[src/include/phy_link_params.svh]
// ==================================================
// flit geometry for the link PHY transmit path
// include wherever a flit or symbol width is needed
// ==================================================
`ifndef PHY_LINK_PARAMS_SVH
`define PHY_LINK_PARAMS_SVH

// raw bytes carried by one data flit
`define PHY_BYTES 5

// one 8b/10b symbol, also the width of a comma header
`define PHY_SYM_W 10

// encoded flit on the serializer side
`define PHY_FLIT_W 50

// raw payload word before encoding
`define PHY_WORD_W 40

`endif
[src/design/phy_types_pkg.sv]
// ==================================================
// shared types for the link PHY transmit path
// flit selects, length selects, comma codes
// ==================================================
`default_nettype none

`include "phy_link_params.svh"

package phy_types_pkg;

    // how the serializer should treat the outgoing flit
    typedef enum logic [1:0] {
        SELECT_COMMA_1_FLIT,
        SELECT_COMMA_2_FLIT,
        SELECT_COMMA_DATA
    } comma_length_sel_t;

    // flit kind requested by a peer
    typedef enum logic [3:0] {
        START_PACKET_SEL,
        END_PACKET_SEL,
        RESEND_PACKET0_SEL,
        RESEND_PACKET1_SEL,
        RESEND_PACKET2_SEL,
        RESEND_PACKET3_SEL,
        ACK_SEL,
        NACK_SEL,
        DATA_SEL
    } comma_sel_t;

    // K28.x codes, RD- form, bits {abcdei, fghj}
    localparam logic [9:0] START_COMMA          = 10'b001111_1010; // K28.5
    localparam logic [9:0] END_COMMA            = 10'b001111_1001; // K28.1
    localparam logic [9:0] RESEND_PACKET0_COMMA = 10'b001111_0100; // K28.0
    localparam logic [9:0] RESEND_PACKET1_COMMA = 10'b001111_0101; // K28.2
    localparam logic [9:0] RESEND_PACKET2_COMMA = 10'b001111_0011; // K28.3
    localparam logic [9:0] RESEND_PACKET3_COMMA = 10'b001111_0010; // K28.4
    localparam logic [9:0] ACK_COMMA            = 10'b001111_0110; // K28.6
    localparam logic [9:0] NACK_COMMA           = 10'b001111_1000; // K28.7

    // transmit request payload word
    typedef logic [`PHY_WORD_W-1:0] tx_word_t;

    // link sequence number, sits in the low byte of a control request
    typedef logic [7:0] seq_t;

endpackage

`default_nettype wire

[src/design/phy_tx_top.sv]
// ==================================================
// link PHY transmit top, framer and control generator
// share the flit encoder through the arbiter
// ==================================================
`timescale 1ns/1ps
`default_nettype none

module phy_tx_top import phy_types_pkg::*; (
    input  logic              CLK,
    input  logic              nRST,
    input  logic              pkt_valid,
    output logic              pkt_ready,
    input  tx_word_t          pkt_data,
    input  logic              pkt_last,
    input  logic              ctl_valid,
    output logic              ctl_ready,
    input  comma_sel_t        ctl_kind,
    input  seq_t              ctl_seq,
    output logic              flit_valid,
    input  logic              flit_ready,
    output logic [49:0]       flit_out,
    output comma_length_sel_t comma_length_sel_out
);

    // control peer
    logic       ctl_req_valid;
    logic       ctl_req_ready;
    comma_sel_t ctl_req_sel;
    tx_word_t   ctl_req_data;
    // data peer
    logic       dat_req_valid;
    logic       dat_req_ready;
    comma_sel_t dat_req_sel;
    tx_word_t   dat_req_data;
    // granted request
    logic       enc_valid;
    logic       enc_ready;
    comma_sel_t enc_sel;
    tx_word_t   enc_data;

    packet_framer packet_framer_inst (
        .CLK(CLK), .nRST(nRST),
        .pkt_valid(pkt_valid), .pkt_ready(pkt_ready),
        .pkt_data(pkt_data), .pkt_last(pkt_last),
        .req_valid(dat_req_valid), .req_ready(dat_req_ready),
        .req_sel(dat_req_sel), .req_data(dat_req_data)
    );

    link_ctrl_gen link_ctrl_gen_inst (
        .CLK(CLK), .nRST(nRST),
        .ctl_valid(ctl_valid), .ctl_ready(ctl_ready),
        .ctl_kind(ctl_kind), .ctl_seq(ctl_seq),
        .req_valid(ctl_req_valid), .req_ready(ctl_req_ready),
        .req_sel(ctl_req_sel), .req_data(ctl_req_data)
    );

    tx_arbiter tx_arbiter_inst (
        .CLK(CLK), .nRST(nRST),
        .ctl_req_valid(ctl_req_valid), .ctl_req_ready(ctl_req_ready),
        .ctl_req_sel(ctl_req_sel), .ctl_req_data(ctl_req_data),
        .dat_req_valid(dat_req_valid), .dat_req_ready(dat_req_ready),
        .dat_req_sel(dat_req_sel), .dat_req_data(dat_req_data),
        .enc_valid(enc_valid), .enc_ready(enc_ready),
        .enc_sel(enc_sel), .enc_data(enc_data)
    );

    flit_encoder flit_encoder_inst (
        .CLK(CLK), .nRST(nRST),
        .enc_valid(enc_valid), .enc_ready(enc_ready),
        .enc_sel(enc_sel), .enc_data(enc_data),
        .flit_valid(flit_valid), .flit_ready(flit_ready),
        .flit_out(flit_out), .comma_length_sel_out(comma_length_sel_out)
    );

endmodule

`default_nettype wire

[src/design/link_ctrl_gen.sv]
// ==================================================
// one-slot holder for ACK, NACK and RESEND requests
// presents the held request as a control flit request
// ==================================================
`timescale 1ns/1ps
`default_nettype none

module link_ctrl_gen import phy_types_pkg::*; (
    input  logic       CLK,
    input  logic       nRST,
    input  logic       ctl_valid,
    output logic       ctl_ready,
    input  comma_sel_t ctl_kind,
    input  seq_t       ctl_seq,
    output logic       req_valid,
    input  logic       req_ready,
    output comma_sel_t req_sel,
    output tx_word_t   req_data
);

    logic       slot_full;
    comma_sel_t kind_q;
    seq_t       seq_q;

    // slot free means a new request can land
    assign ctl_ready = !slot_full;
    assign req_valid = slot_full;
    assign req_sel   = kind_q;

    // sequence number rides in the low byte
    always_comb begin
        req_data      = '0;
        req_data[7:0] = seq_q;
    end

    // slot occupancy
    always_ff @(posedge CLK or negedge nRST) begin
        if (!nRST) begin
            slot_full <= 1'b0;
        end else if (ctl_valid && ctl_ready) begin
            slot_full <= 1'b1;
        end else if (req_valid && req_ready) begin
            slot_full <= 1'b0;
        end
    end

    // held kind and sequence
    always_ff @(posedge CLK) begin
        if (ctl_valid && ctl_ready) begin
            kind_q <= ctl_kind;
            seq_q  <= ctl_seq;
        end
    end

endmodule

`default_nettype wire

[src/design/packet_framer.sv]
// ==================================================
// wraps a user packet as START, DATA per word, END
// one accepted flit per step, words pass straight through
// ==================================================
`timescale 1ns/1ps
`default_nettype none

module packet_framer import phy_types_pkg::*; (
    input  logic       CLK,
    input  logic       nRST,
    input  logic       pkt_valid,
    output logic       pkt_ready,
    input  tx_word_t   pkt_data,
    input  logic       pkt_last,
    output logic       req_valid,
    input  logic       req_ready,
    output comma_sel_t req_sel,
    output tx_word_t   req_data
);

    typedef enum logic [1:0] {IDLE, START, DATA, END} framer_state_t;

    framer_state_t state;
    framer_state_t state_nxt;

    // outputs and next state
    always_comb begin
        state_nxt = state;
        req_valid = 1'b0;
        req_sel   = START_PACKET_SEL;
        req_data  = '0;
        pkt_ready = 1'b0;
        case (state)
            IDLE: begin
                // first word waiting opens a packet
                if (pkt_valid) begin
                    state_nxt = START;
                end
            end
            START: begin
                req_valid = 1'b1;
                if (req_ready) begin
                    state_nxt = DATA;
                end
            end
            DATA: begin
                req_valid = pkt_valid;
                req_sel   = DATA_SEL;
                req_data  = pkt_data;
                pkt_ready = req_ready;
                // last word taken, close the packet
                if (pkt_valid && req_ready && pkt_last) begin
                    state_nxt = END;
                end
            end
            default: begin
                req_valid = 1'b1;
                req_sel   = END_PACKET_SEL;
                if (req_ready) begin
                    state_nxt = IDLE;
                end
            end
        endcase
    end

    always_ff @(posedge CLK or negedge nRST) begin
        if (!nRST) begin
            state <= IDLE;
        end else begin
            state <= state_nxt;
        end
    end

endmodule

`default_nettype wire

[src/design/tx_arbiter.sv]
// ==================================================
// two-way fixed-priority arbiter ahead of the encoder
// link control beats packet data, shown data is locked
// ==================================================
`timescale 1ns/1ps
`default_nettype none

module tx_arbiter import phy_types_pkg::*; (
    input  logic       CLK,
    input  logic       nRST,
    input  logic       ctl_req_valid,
    output logic       ctl_req_ready,
    input  comma_sel_t ctl_req_sel,
    input  tx_word_t   ctl_req_data,
    input  logic       dat_req_valid,
    output logic       dat_req_ready,
    input  comma_sel_t dat_req_sel,
    input  tx_word_t   dat_req_data,
    output logic       enc_valid,
    input  logic       enc_ready,
    output comma_sel_t enc_sel,
    output tx_word_t   enc_data
);

    logic dat_lock;
    logic grant_ctl;

    // control wins unless a stalled data flit is already on the bus
    assign grant_ctl = ctl_req_valid && !dat_lock;

    assign enc_valid     = grant_ctl || dat_req_valid;
    assign enc_sel       = grant_ctl ? ctl_req_sel : dat_req_sel;
    assign enc_data      = grant_ctl ? ctl_req_data : dat_req_data;
    assign ctl_req_ready = grant_ctl && enc_ready;
    assign dat_req_ready = !grant_ctl && enc_ready;

    // lock while data is shown but not taken
    always_ff @(posedge CLK or negedge nRST) begin
        if (!nRST) begin
            dat_lock <= 1'b0;
        end else begin
            dat_lock <= dat_req_valid && !grant_ctl && !enc_ready;
        end
    end

endmodule

`default_nettype wire

[src/design/flit_encoder.sv]
// ==================================================
// turns a granted request into a 50-bit line flit
// one output register behind a valid/ready handshake
// ==================================================
`timescale 1ns/1ps
`default_nettype none

`include "phy_link_params.svh"

module flit_encoder import phy_types_pkg::*; (
    input  logic                   CLK,
    input  logic                   nRST,
    input  logic                   enc_valid,
    output logic                   enc_ready,
    input  comma_sel_t             enc_sel,
    input  tx_word_t               enc_data,
    output logic                   flit_valid,
    input  logic                   flit_ready,
    output logic [`PHY_FLIT_W-1:0] flit_out,
    output comma_length_sel_t      comma_length_sel_out
);

    logic [`PHY_FLIT_W-1:0] flit_norm;
    logic [`PHY_FLIT_W-1:0] n_flit;
    comma_length_sel_t      n_len;
    logic [`PHY_SYM_W-1:0]  ctl_comma;
    logic [`PHY_BYTES-1:0]  sym_adv;
    logic                   accept;
    logic                   is_data;
    logic                   is_ctl;

    // free slot, or the held flit leaves this cycle
    assign enc_ready = !flit_valid || flit_ready;
    assign accept    = enc_valid && enc_ready;

    // byte i lands in symbol slot i
    for (genvar i = 0; i < `PHY_BYTES; i++) begin : g_sym
        // control flits consume symbol 0 on the line too
        assign sym_adv[i] = accept && (is_data || ((i == 0) && is_ctl));

        enc_8b10b enc_inst (
            .CLK      (CLK),
            .nRST     (nRST),
            .advance  (sym_adv[i]),
            .data_in  (enc_data[8*i +: 8]),
            .data_out (flit_norm[`PHY_SYM_W*i +: `PHY_SYM_W])
        );
    end

    // flit kind decode
    always_comb begin
        n_flit    = '0;
        n_len     = SELECT_COMMA_1_FLIT;
        ctl_comma = '0;
        is_data   = 1'b0;
        is_ctl    = 1'b0;
        case (enc_sel)
            START_PACKET_SEL: begin
                n_flit = {START_COMMA, {(`PHY_FLIT_W-`PHY_SYM_W){1'b1}}};
            end
            END_PACKET_SEL: begin
                n_flit = {END_COMMA, {(`PHY_FLIT_W-`PHY_SYM_W){1'b1}}};
            end
            RESEND_PACKET0_SEL: begin
                ctl_comma = RESEND_PACKET0_COMMA;
                is_ctl    = 1'b1;
            end
            RESEND_PACKET1_SEL: begin
                ctl_comma = RESEND_PACKET1_COMMA;
                is_ctl    = 1'b1;
            end
            RESEND_PACKET2_SEL: begin
                ctl_comma = RESEND_PACKET2_COMMA;
                is_ctl    = 1'b1;
            end
            RESEND_PACKET3_SEL: begin
                ctl_comma = RESEND_PACKET3_COMMA;
                is_ctl    = 1'b1;
            end
            ACK_SEL: begin
                ctl_comma = ACK_COMMA;
                is_ctl    = 1'b1;
            end
            NACK_SEL: begin
                ctl_comma = NACK_COMMA;
                is_ctl    = 1'b1;
            end
            DATA_SEL: begin
                n_flit  = flit_norm;
                n_len   = SELECT_COMMA_DATA;
                is_data = 1'b1;
            end
            default: begin
            end
        endcase
        // comma, encoded sequence byte, then fill ones
        if (is_ctl) begin
            n_flit = {ctl_comma, flit_norm[`PHY_SYM_W-1:0],
                      {(`PHY_FLIT_W-2*`PHY_SYM_W){1'b1}}};
            n_len  = SELECT_COMMA_2_FLIT;
        end
    end

    // output slot control
    always_ff @(posedge CLK or negedge nRST) begin
        if (!nRST) begin
            flit_valid           <= 1'b0;
            comma_length_sel_out <= SELECT_COMMA_1_FLIT;
        end else if (accept) begin
            flit_valid           <= 1'b1;
            comma_length_sel_out <= n_len;
        end else if (flit_ready) begin
            flit_valid           <= 1'b0;
        end
    end

    // flit payload
    always_ff @(posedge CLK) begin
        if (accept) begin
            flit_out <= n_flit;
        end
    end

endmodule

`default_nettype wire

[src/design/enc_8b10b.sv]
// ==================================================
// single byte 8b/10b encoder
// running disparity steps only when advance is high
// ==================================================
`timescale 1ns/1ps
`default_nettype none

module enc_8b10b (
    input  logic       CLK,
    input  logic       nRST,
    input  logic       advance,
    input  logic [7:0] data_in,
    output logic [9:0] data_out
);

    // 1 = RD+, 0 = RD-
    logic       rd_pos;
    logic [4:0] x5;
    logic [2:0] y3;
    logic [5:0] code6_neg;
    logic [3:0] code4_neg;
    logic [5:0] code6;
    logic [3:0] code4;
    logic       unbal6;
    logic       rd_mid;
    logic       use_alt7;
    logic       flip4;
    logic       rd_next;

    // EDCBA and HGF halves
    assign x5 = data_in[4:0];
    assign y3 = data_in[7:5];

    // 5b/6b codes as seen from RD-
    always_comb begin
        case (x5)
            5'd0:    code6_neg = 6'b100111;
            5'd1:    code6_neg = 6'b011101;
            5'd2:    code6_neg = 6'b101101;
            5'd3:    code6_neg = 6'b110001;
            5'd4:    code6_neg = 6'b110101;
            5'd5:    code6_neg = 6'b101001;
            5'd6:    code6_neg = 6'b011001;
            5'd7:    code6_neg = 6'b111000;
            5'd8:    code6_neg = 6'b111001;
            5'd9:    code6_neg = 6'b100101;
            5'd10:   code6_neg = 6'b010101;
            5'd11:   code6_neg = 6'b110100;
            5'd12:   code6_neg = 6'b001101;
            5'd13:   code6_neg = 6'b101100;
            5'd14:   code6_neg = 6'b011100;
            5'd15:   code6_neg = 6'b010111;
            5'd16:   code6_neg = 6'b011011;
            5'd17:   code6_neg = 6'b100011;
            5'd18:   code6_neg = 6'b010011;
            5'd19:   code6_neg = 6'b110010;
            5'd20:   code6_neg = 6'b001011;
            5'd21:   code6_neg = 6'b101010;
            5'd22:   code6_neg = 6'b011010;
            5'd23:   code6_neg = 6'b111010;
            5'd24:   code6_neg = 6'b110011;
            5'd25:   code6_neg = 6'b100110;
            5'd26:   code6_neg = 6'b010110;
            5'd27:   code6_neg = 6'b110110;
            5'd28:   code6_neg = 6'b001110;
            5'd29:   code6_neg = 6'b101110;
            5'd30:   code6_neg = 6'b011110;
            default: code6_neg = 6'b101011;
        endcase
    end

    // four ones means the 6b code flips disparity
    assign unbal6 = ($countones(code6_neg) != 3);

    // D.7 is balanced but still has a mirrored RD+ form
    assign code6  = (rd_pos && (unbal6 || (x5 == 5'd7))) ? ~code6_neg : code6_neg;
    assign rd_mid = rd_pos ^ unbal6;

    // alternate D.x.7 avoids a run of five in abcdeifghj
    assign use_alt7 = (y3 == 3'd7) &&
                      ((!rd_mid && ((x5 == 5'd17) || (x5 == 5'd18) || (x5 == 5'd20))) ||
                       (rd_mid && ((x5 == 5'd11) || (x5 == 5'd13) || (x5 == 5'd14))));

    // 3b/4b codes as seen from RD-
    always_comb begin
        case (y3)
            3'd0:    code4_neg = 4'b1011;
            3'd1:    code4_neg = 4'b1001;
            3'd2:    code4_neg = 4'b0101;
            3'd3:    code4_neg = 4'b1100;
            3'd4:    code4_neg = 4'b1101;
            3'd5:    code4_neg = 4'b1010;
            3'd6:    code4_neg = 4'b0110;
            default: code4_neg = use_alt7 ? 4'b0111 : 4'b1110;
        endcase
    end

    // y = 0,3,4,7 have a separate RD+ form
    assign flip4 = rd_mid && ((y3 == 3'd0) || (y3 == 3'd3) || (y3 == 3'd4) || (y3 == 3'd7));
    assign code4 = flip4 ? ~code4_neg : code4_neg;

    // only the unbalanced 4b codes move disparity again
    assign rd_next = rd_mid ^ ((y3 == 3'd0) || (y3 == 3'd4) || (y3 == 3'd7));

    assign data_out = {code6, code4};

    // starts negative after reset
    always_ff @(posedge CLK or negedge nRST) begin
        if (!nRST) begin
            rd_pos <= 1'b0;
        end else if (advance) begin
            rd_pos <= rd_next;
        end
    end

endmodule

`default_nettype wire

[config.mk]
export PLATFORM = sky130hd
export DESIGN_NAME = phy_tx_top
export DESIGN_NICKNAME = d
export VERILOG_FILES = /design/src/design/phy_types_pkg.sv /design/src/design/phy_tx_top.sv /design/src/design/link_ctrl_gen.sv /design/src/design/packet_framer.sv /design/src/design/tx_arbiter.sv /design/src/design/flit_encoder.sv /design/src/design/enc_8b10b.sv
export VERILOG_INCLUDE_DIRS = /design/src /design/src/include
export SDC_FILE = /design/constraint.sdc
export NUM_CORES = 1
export LEC_CHECK = 0
export BUFFER_PORTS_ARGS = -buffer_cell sky130_fd_sc_hd__buf_2
export CORE_MARGIN = 1
export CORE_UTILIZATION = 55
export DETAILED_ROUTE_END_ITERATION = 7
export PLACE_DENSITY = 0.77
export SLEW_MARGIN = 5
export SYNTH_ARGS = -nofsm -noshare
export SYNTH_HDL_FRONTEND = slang
export SYNTH_HIERARCHICAL = 1
export SYNTH_SLANG_ARGS = --single-unit
export TNS_END_PERCENT = 30
[constraint.sdc]
create_clock -name CLK -period 7.9 [get_ports CLK]
set_input_delay 1.58 -clock CLK [delete_from_list [all_inputs] [get_ports CLK]]
set_output_delay 1.58 -clock CLK [all_outputs]
set_load 0.1 [all_outputs]
Word-level counts from Yosys, hierarchy flattened

Memories as Yosys holds them, arrays and structs flattened.
Cells that the tools add are included.
Widths: inputs -> output; s select.

Memories: 5
Bits in writable memories: 0
Output and inout port bits: 55
Latch bits: 0
Input port bits: 58
Memory bits (read-only): 960
Logic and storage cells: 312
Register bits: 74

Memories:

| memory           | depth | bits a word | rd ports | clocked after memory_dff | write ports | line            | RTL |
|---|---|---|---|---|---|---|---|
| (name not given) | 32    | 6           | 1        | 0                        | 0           | enc_8b10b.sv:36 | `case (x5)` |
| (name not given) | 32    | 6           | 1        | 0                        | 0           | enc_8b10b.sv:36 |  |
| (name not given) | 32    | 6           | 1        | 0                        | 0           | enc_8b10b.sv:36 |  |
| (name not given) | 32    | 6           | 1        | 0                        | 0           | enc_8b10b.sv:36 |  |
| (name not given) | 32    | 6           | 1        | 0                        | 0           | enc_8b10b.sv:36 |  |

Order comparisons: 0
Div/mod/pow operators: 0
Muxes and demuxes: 42
Bitwise operators: 20
Multipliers: 0
Add/subtract/negate cells: 25
Shift operators: 0
Reductions and logical operators: 118
Equal/unequal tests: 88

Operator list:

| operator            | number |
|---|---|
| $add 32x2->32       | 10 |
| $ne 32x3->1 const B | 5 |
| $pmux 50 s3         | 1 |
| $pmux 4 s7          | 5 |
| $mux 40             | 2 |
| $eq 5x4->1 const B  | 15 |
| $eq 5x5->1 const B  | 15 |
| $eq 3x3->1 const B  | 20 |
| $logic_or 1x1->1    | 58 |
| $mux 50             | 1 |
| $pmux 8 s6          | 1 |
| $mux 4              | 11 |
| $logic_and 1x1->1   | 37 |
| $add 1x1->2         | 15 |
| $eq 3x2->1 const B  | 10 |
| $mux 6              | 5 |
| $not 6->6           | 5 |
| $eq 5x3->1 const B  | 5 |
| $not 4->4           | 5 |
| $eq 4x3->1 const B  | 4 |
| $eq 3x1->1 const B  | 5 |
| $logic_not 3->1     | 5 |
| $mux 2              | 6 |
| $logic_not 1->1     | 10 |
| other kinds (19)    | 37 |

Depth between registers and ports, before layout

An unclocked memory read counts as a cell.

Depth in word-level cells: 19
Mapped depth: 22

Cells and area by module

The synthesis kept the hierarchy.

Modules (own cells, without submodules):

| module                                              | cells each | area each (um^2) | times used |
|---|---|---|---|
| flit_encoder                                        | 197        | 2235.9           | 1 |
| enc_8b10b (flit_encoder_inst.g_sym[2].enc_inst ...) | 104        | 788.3            | 2 |
| enc_8b10b (flit_encoder_inst.g_sym[1].enc_inst)     | 117        | 938.4            | 1 |
| enc_8b10b (flit_encoder_inst.g_sym[0].enc_inst)     | 112        | 870.8            | 1 |
| enc_8b10b (flit_encoder_inst.g_sym[3].enc_inst)     | 100        | 814.5            | 1 |
| tx_arbiter                                          | 56         | 664.4            | 1 |
| link_ctrl_gen                                       | 49         | 649.4            | 1 |
| packet_framer                                       | 68         | 501.7            | 1 |

Least setup slack after synthesis

No wires, ideal clock.

Path type: input to register
Start point: input pkt_data[8]
End point: register flit_encoder_inst.flit_out[10], data pin
Library setup time: 0.266 ns
Required time: 7.634 ns
Setup slack: 2.330 ns
Data arrival time: 5.305 ns
Stages on the path: 18
Buffers on the path: 0
Cells stage by stage: and2_1 mux2_2 inv_1 ha_1 nand2_1 a21boi_0 o32a_1 fa_1 inv_1 fa_1 inv_1 fa_1 nand3b_1 xnor2_1 a2111o_1 o221a_2 nand2_1 nand2_1

Word-level cells in the longest chain between the ends: 17
Elaborated cells on any way between the ends: 31
Classes of those cells: add/sub: 5; eq/ne: 7; mux: 6; bitwise: 2; reduce/logical: 10; memory: 1

RTL lines:

| element                                          | line                | RTL |
|---|---|---|
| start: declaration                               | phy_tx_top.sv:13    | `input tx_word_t pkt_data,` |
| $mux 40 *                                        | packet_framer.sv:33 | `case (state)` |
| $mux 40 *                                        | tx_arbiter.sv:33    | `assign enc_data = grant_ctl ? ctl_req_data : dat_req_data;` |
| net enc_data[8]                                  | phy_tx_top.sv:39    | `tx_word_t enc_data;` |
| $mem_v2 32x6                                     | -                   |  |
| $add 1x1->2 (not written as such)                | enc_8b10b.sv:73     | `assign unbal6 = ($countones(code6_neg) != 3);` |
| $add 32x2->32 (not written as such) (2 in a row) | enc_8b10b.sv:73     |  |
| $ne 32x3->1                                      | enc_8b10b.sv:73     |  |
| $xor 1x1->1                                      | enc_8b10b.sv:77     | `assign rd_mid = rd_pos ^ unbal6;` |
| (+2 left out)                                    | -                   |  |
| $logic_or 1x1->1                                 | enc_8b10b.sv:81     | `((!rd_mid && ((x5 == 5'd17) \|\| (x5 == 5'd18) \|\| (x5 == 5'd20))) \|\|` |
| $logic_and 1x1->1                                | enc_8b10b.sv:80     | `assign use_alt7 = (y3 == 3'd7) &&` |
| $mux 4                                           | enc_8b10b.sv:94     | `default: code4_neg = use_alt7 ? 4'b0111 : 4'b1110;` |
| $pmux 4 s7                                       | enc_8b10b.sv:86     | `case (y3)` |
| $not 4->4                                        | enc_8b10b.sv:100    | `assign code4 = flip4 ? ~code4_neg : code4_neg;` |
| $mux 4 *                                         | enc_8b10b.sv:100    |  |
| net flit_encoder_inst.flit_norm[10]              | flit_encoder.sv:23  | `` logic [`PHY_FLIT_W-1:0] flit_norm; `` |
| $pmux 50 s3 *                                    | flit_encoder.sv:57  | `case (enc_sel)` |
| end signal: assignment                           | flit_encoder.sv:120 | `flit_out <= n_flit;` |
| end: declaration                                 | flit_encoder.sv:19  | `` output logic [`PHY_FLIT_W-1:0] flit_out, `` |

The timed path passes the listed nets; every way through them passes the cells marked *.
A chain may end at the register's enable or synchronous reset.

Final worst setup path

Start point: register packet_framer_inst.state[0]
End point: register flit_encoder_inst.flit_out[39], data pin

Elaborated cells on any way between the ends: 45
Classes of those cells: add/sub: 10; eq/ne: 14; mux: 9; bitwise: 2; reduce/logical: 8; memory: 2

RTL lines:

| element                                          | line                | RTL |
|---|---|---|
| start: declaration                               | packet_framer.sv:23 | `framer_state_t state;` |
| start signal: assignment                         | packet_framer.sv:70 | `state <= state_nxt;` |
| $eq 2x2->1 *                                     | packet_framer.sv:33 |  |
| $mux 40 *                                        | packet_framer.sv:33 |  |
| net dat_req_data[0]                              | phy_tx_top.sv:34    | `tx_word_t dat_req_data;` |
| $mux 40 *                                        | tx_arbiter.sv:33    |  |
| net enc_data[0]                                  | phy_tx_top.sv:39    |  |
| $mem_v2 32x6                                     | -                   |  |
| $add 1x1->2 (not written as such)                | enc_8b10b.sv:73     |  |
| $add 32x2->32 (not written as such) (2 in a row) | enc_8b10b.sv:73     |  |
| $ne 32x3->1                                      | enc_8b10b.sv:73     |  |
| $logic_or 1x1->1                                 | enc_8b10b.sv:76     | `assign code6 = (rd_pos && (unbal6 \|\| (x5 == 5'd7))) ? ~code6_neg : code6_neg;` |
| $logic_and 1x1->1                                | enc_8b10b.sv:76     |  |
| $mux 6 *                                         | enc_8b10b.sv:76     |  |
| net flit_encoder_inst.flit_norm[9]               | flit_encoder.sv:23  |  |
| $mux 50 *                                        | flit_encoder.sv:97  | `if (is_ctl) begin` |
| net flit_encoder_inst.n_flit[39]                 | flit_encoder.sv:24  | `` logic [`PHY_FLIT_W-1:0] n_flit; `` |

Marked as above.

==> impl_metrics.py <==
metrics = {
    "timing": {
        "finalCriticalPeriod_ns": 5.71,
        "fin_hold_ws_ns": 0.525,
        "hold_viol": 0,
        "fmaxAchievable_mhz": 175,
        "slew_headroom": 0.268,
        "period_share": 0.723,
        "maxSlewViolCount": 0,
        "tns_ns": 0,
        "finalSetupViolations": 0,
        "skew_ns": 0.0104,
        "worst_pin_slew_ns": 1.10,
        "grt_setup_unrepaired": "false",
    },
    "finish": {
        "diodes": 0,
        "drive_gt1_frac": 0.238,
        "fin_nets": 1098,
        "layout_commonest_cell": "nand2_1",
        "fill_cells": 1228,
        "area_growth_pct": 7.41,
        "fin_util": 0.608,
        "final_area_sq_um": 8860,
        "final_cell_mix": "nand2_1, buf_2, edfxtp_1",
    },
    "worst_setup_path": {
        "crit_path_end_kind": "register",
        "crit_required_ns": 8.05,
        "crit_start": "packet_framer_inst/state[0]",
        "r2r_cells": 19,
        "reg2reg_to": "flit_encoder_inst/flit_out[39]",
        "cp-endpoint": "flit_encoder_inst/flit_out[39]",
        "path_class": "reg2reg",
        "critical_path.startpoint_type": "register",
        "critPathArrivalTime_ns": 5.86,
        "path_max_fanout": 32,
        "r2r_slack_ns": 2.19,
        "r2r-start": "packet_framer_inst/state[0]",
    },
    "yosys": {
        "postSynthCellCount": 907,
        "synth_top_cell_by_area": "edfxtp_1",
        "avgSynthCellArea_sq_um": 9.10,
        "seq_area_frac_synth": 0.262,
        "synth-simple-area-share": 0.211,
        "synthXorXnorAreaFrac": 0.0661,
        "yosys_warnings": 6,
        "synth_edf_count": 62,
        "synth_area_sq_um": 8250,
        "async_reset_ff_frac": 0.162,
        "yosys-top-cells-area": "edfxtp_1, ha_1, nand2_1",
        "synth_compound_area_frac": 0.140,
        "synth_top_family_by_area": "simple AND/OR/NAND/NOR gates",
        "synthAdderAreaFrac": 0.118,
        "yosysUniqueCellTypes": 95,
        "synth_mux_area_frac": 0.101,
        "synth-seq-cells": 74,
        "yosysTopAreaCellShare": 0.226,
        "synthFlopType": "edfxtp_1",
    },
    "routing": {
        "drc": 0,
        "routed_wl_microns": 17000,
        "wl_per_cell_microns": 14.6,
        "antenna_left": 0,
        "drtIter0Drc": 395,
        "num_vias": 6291,
        "dr.pass1.iters": 4,
        "viasPerCell": 5.42,
    },
    "hold_path": {
        "hp-class": "reg2reg",
    },
    "global_route": {
        "grt_pass1_vias": 6010,
        "grt_util_all_layers": 0.226,
        "grt_overflow": 0,
        "grt_pass1_wl_microns": 28500,
        "grt_antenna_before_repair": 0,
        "grt_max_degree": 54,
    },
    "clock_tree": {
        "path_clk_slew_ns": 0.06,
        "postCtsSetupRepairBufs": 0,
        "cts_tree": "done",
        "hold_buffers": 0,
        "ctsRootBufferMaster": "clkbuf_16",
        "h-tree-depth": 3,
        "clockBufferDepth": 2,
        "clock_latency_ns": 0.34,
        "numCtsBuffers": 9,
        "cts_resized": 0,
        "clkSinkCount": 74,
    },
    "die": {
        "core_sq_um": 14600,
        "fp-row-count": 44,
        "die_area_sq_um": 15500,
        "ios": 113,
        "dieWidth_microns": 124,
        "initial_utilization": 0.566,
        "die_h_microns": 124,
    },
    "placed_design": {
        "dp_hpwl_microns": 12500,
        "io_buffers": 112,
        "placed_cell_area_sq_um": 8560,
        "place.gp.congestion": 0.870,
    },
    "flow_run": {
        "maxCapViolCount": 0,
    },
    "outcome": {
        "status": "completed",
    },
}
[synthesized netlist by cell type, types with 4 or more instances]
library cell,n
a211oi_1,7
a21o_1,7
a21oi_1,24
a31oi_1,4
and2_1,47
and3_1,4
buf_2,19
buf_4,41
buf_6,13
clkbuf_1,18
dfrtp_1,12
edfxtp_1,62
fa_1,15
ha_1,53
inv_1,50
inv_2,4
mux2_2,30
mux2_4,17
mux2i_1,12
mux4_2,5
nand2_1,134
nand2b_1,21
nand3_1,15
nand3b_1,6
nor2_1,44
nor2b_1,7
nor3_1,16
o211ai_1,13
o21ai_0,35
o21ai_1,13
o21bai_1,6
o2bb2ai_1,4
o31ai_2,4
or3_1,4
xnor2_1,23
xor2_1,28
[kinds of logic after synthesis]
| group | count (synthesis) |
|---|---|
| mux | 65 |
| buf+inv | 148 |
| compound gates | 163 |
| xor+xnor | 55 |
| simple gates | 331 |
| flops | 74 |
| fa+ha+maj | 69 |
| other cells | 2 |
[worst min-delay path by stage]
stage / startpoint / endpoint / slack [ns] / cells past startpoint
2_1_floorplan: flit_encoder_inst/g_sym[1].enc_inst/rd_pos / flit_encoder_inst/g_sym[1].enc_inst/rd_pos / 0.57 / 1
3_3_place_gp: flit_encoder_inst/comma_length_sel_out[1] / flit_encoder_inst/comma_length_sel_out[1] / 0.49 / 1
3_5_place_dp: flit_encoder_inst/comma_length_sel_out[1] / flit_encoder_inst/comma_length_sel_out[1] / 0.51 / 1
4_1_cts: flit_encoder_inst/comma_length_sel_out[1] / flit_encoder_inst/comma_length_sel_out[1] / 0.52 / 1
5_1_grt: flit_encoder_inst/comma_length_sel_out[1] / flit_encoder_inst/comma_length_sel_out[1] / 0.54 / 1
6_report: flit_encoder_inst/comma_length_sel_out[1] / flit_encoder_inst/comma_length_sel_out[1] / 0.53 / 1
[cell type report]
cell class                 instances  area (sq um)  share of cell area
multi-input combinational        717          5370               0.606
sequential                        74          2160               0.244
timing repair buffer             115           583              0.0658
clock buffer                      10           239              0.0270
tap                              184           230              0.0260
inverter                          55           209              0.0236
clock inverter                     6          66.3             0.00748
[critical path, stage by stage, from the launching register on]
cell      delay (ns)
dfrtp_1         0.41
inv_1           0.13
ha_1            0.48
buf_4           0.36
and2_2          0.18
mux2_2          0.21
inv_1           0.13
ha_1            0.24
and2_1          0.17
o311a_2         0.42
fa_1            0.51
inv_1           0.05
fa_1            0.41
inv_1           0.07
fa_1            0.43
nand3b_2        0.32
o21ai_2         0.44
xor2_1          0.24
nor2_1          0.07
o21ai_0         0.24
[through the flow]
step | setup WS, ns | instances
5_1_grt | 1.75 | 1161
2_1_floorplan | 2.33 | 939
3_3_place_gp | 1.94 | 1145
3_5_place_dp | 1.86 | 1145
6_report | 2.19 | 1161
4_1_cts | 2.17 | 1161
[sequential cells by signal (all words and copies together), names as in the netlist]
signal / count
flit_encoder_inst/comma_length_sel_out: 2
flit_encoder_inst/flit_out: 50
flit_encoder_inst/flit_valid: 1
flit_encoder_inst/g_sym.enc_inst/rd_pos: 5
link_ctrl_gen_inst/req_sel: 4
link_ctrl_gen_inst/req_valid: 1
link_ctrl_gen_inst/seq_q: 8
packet_framer_inst/state: 2
tx_arbiter_inst/dat_lock: 1
[layer usage]
metal / up-vias / GRT usage / wire length (microns)
met5: - / 0 / 0
met4: 0 / 0.0829 / 338
met3: 26 / 0.0382 / 604
met2: 146 / 0.380 / 8460
met1: 2950 / 0.290 / 7570
li1: 3169 / - / -
Power is not shown: default switching activity piles up to over one toggle a cycle in this logic, so the estimate is an artifact.
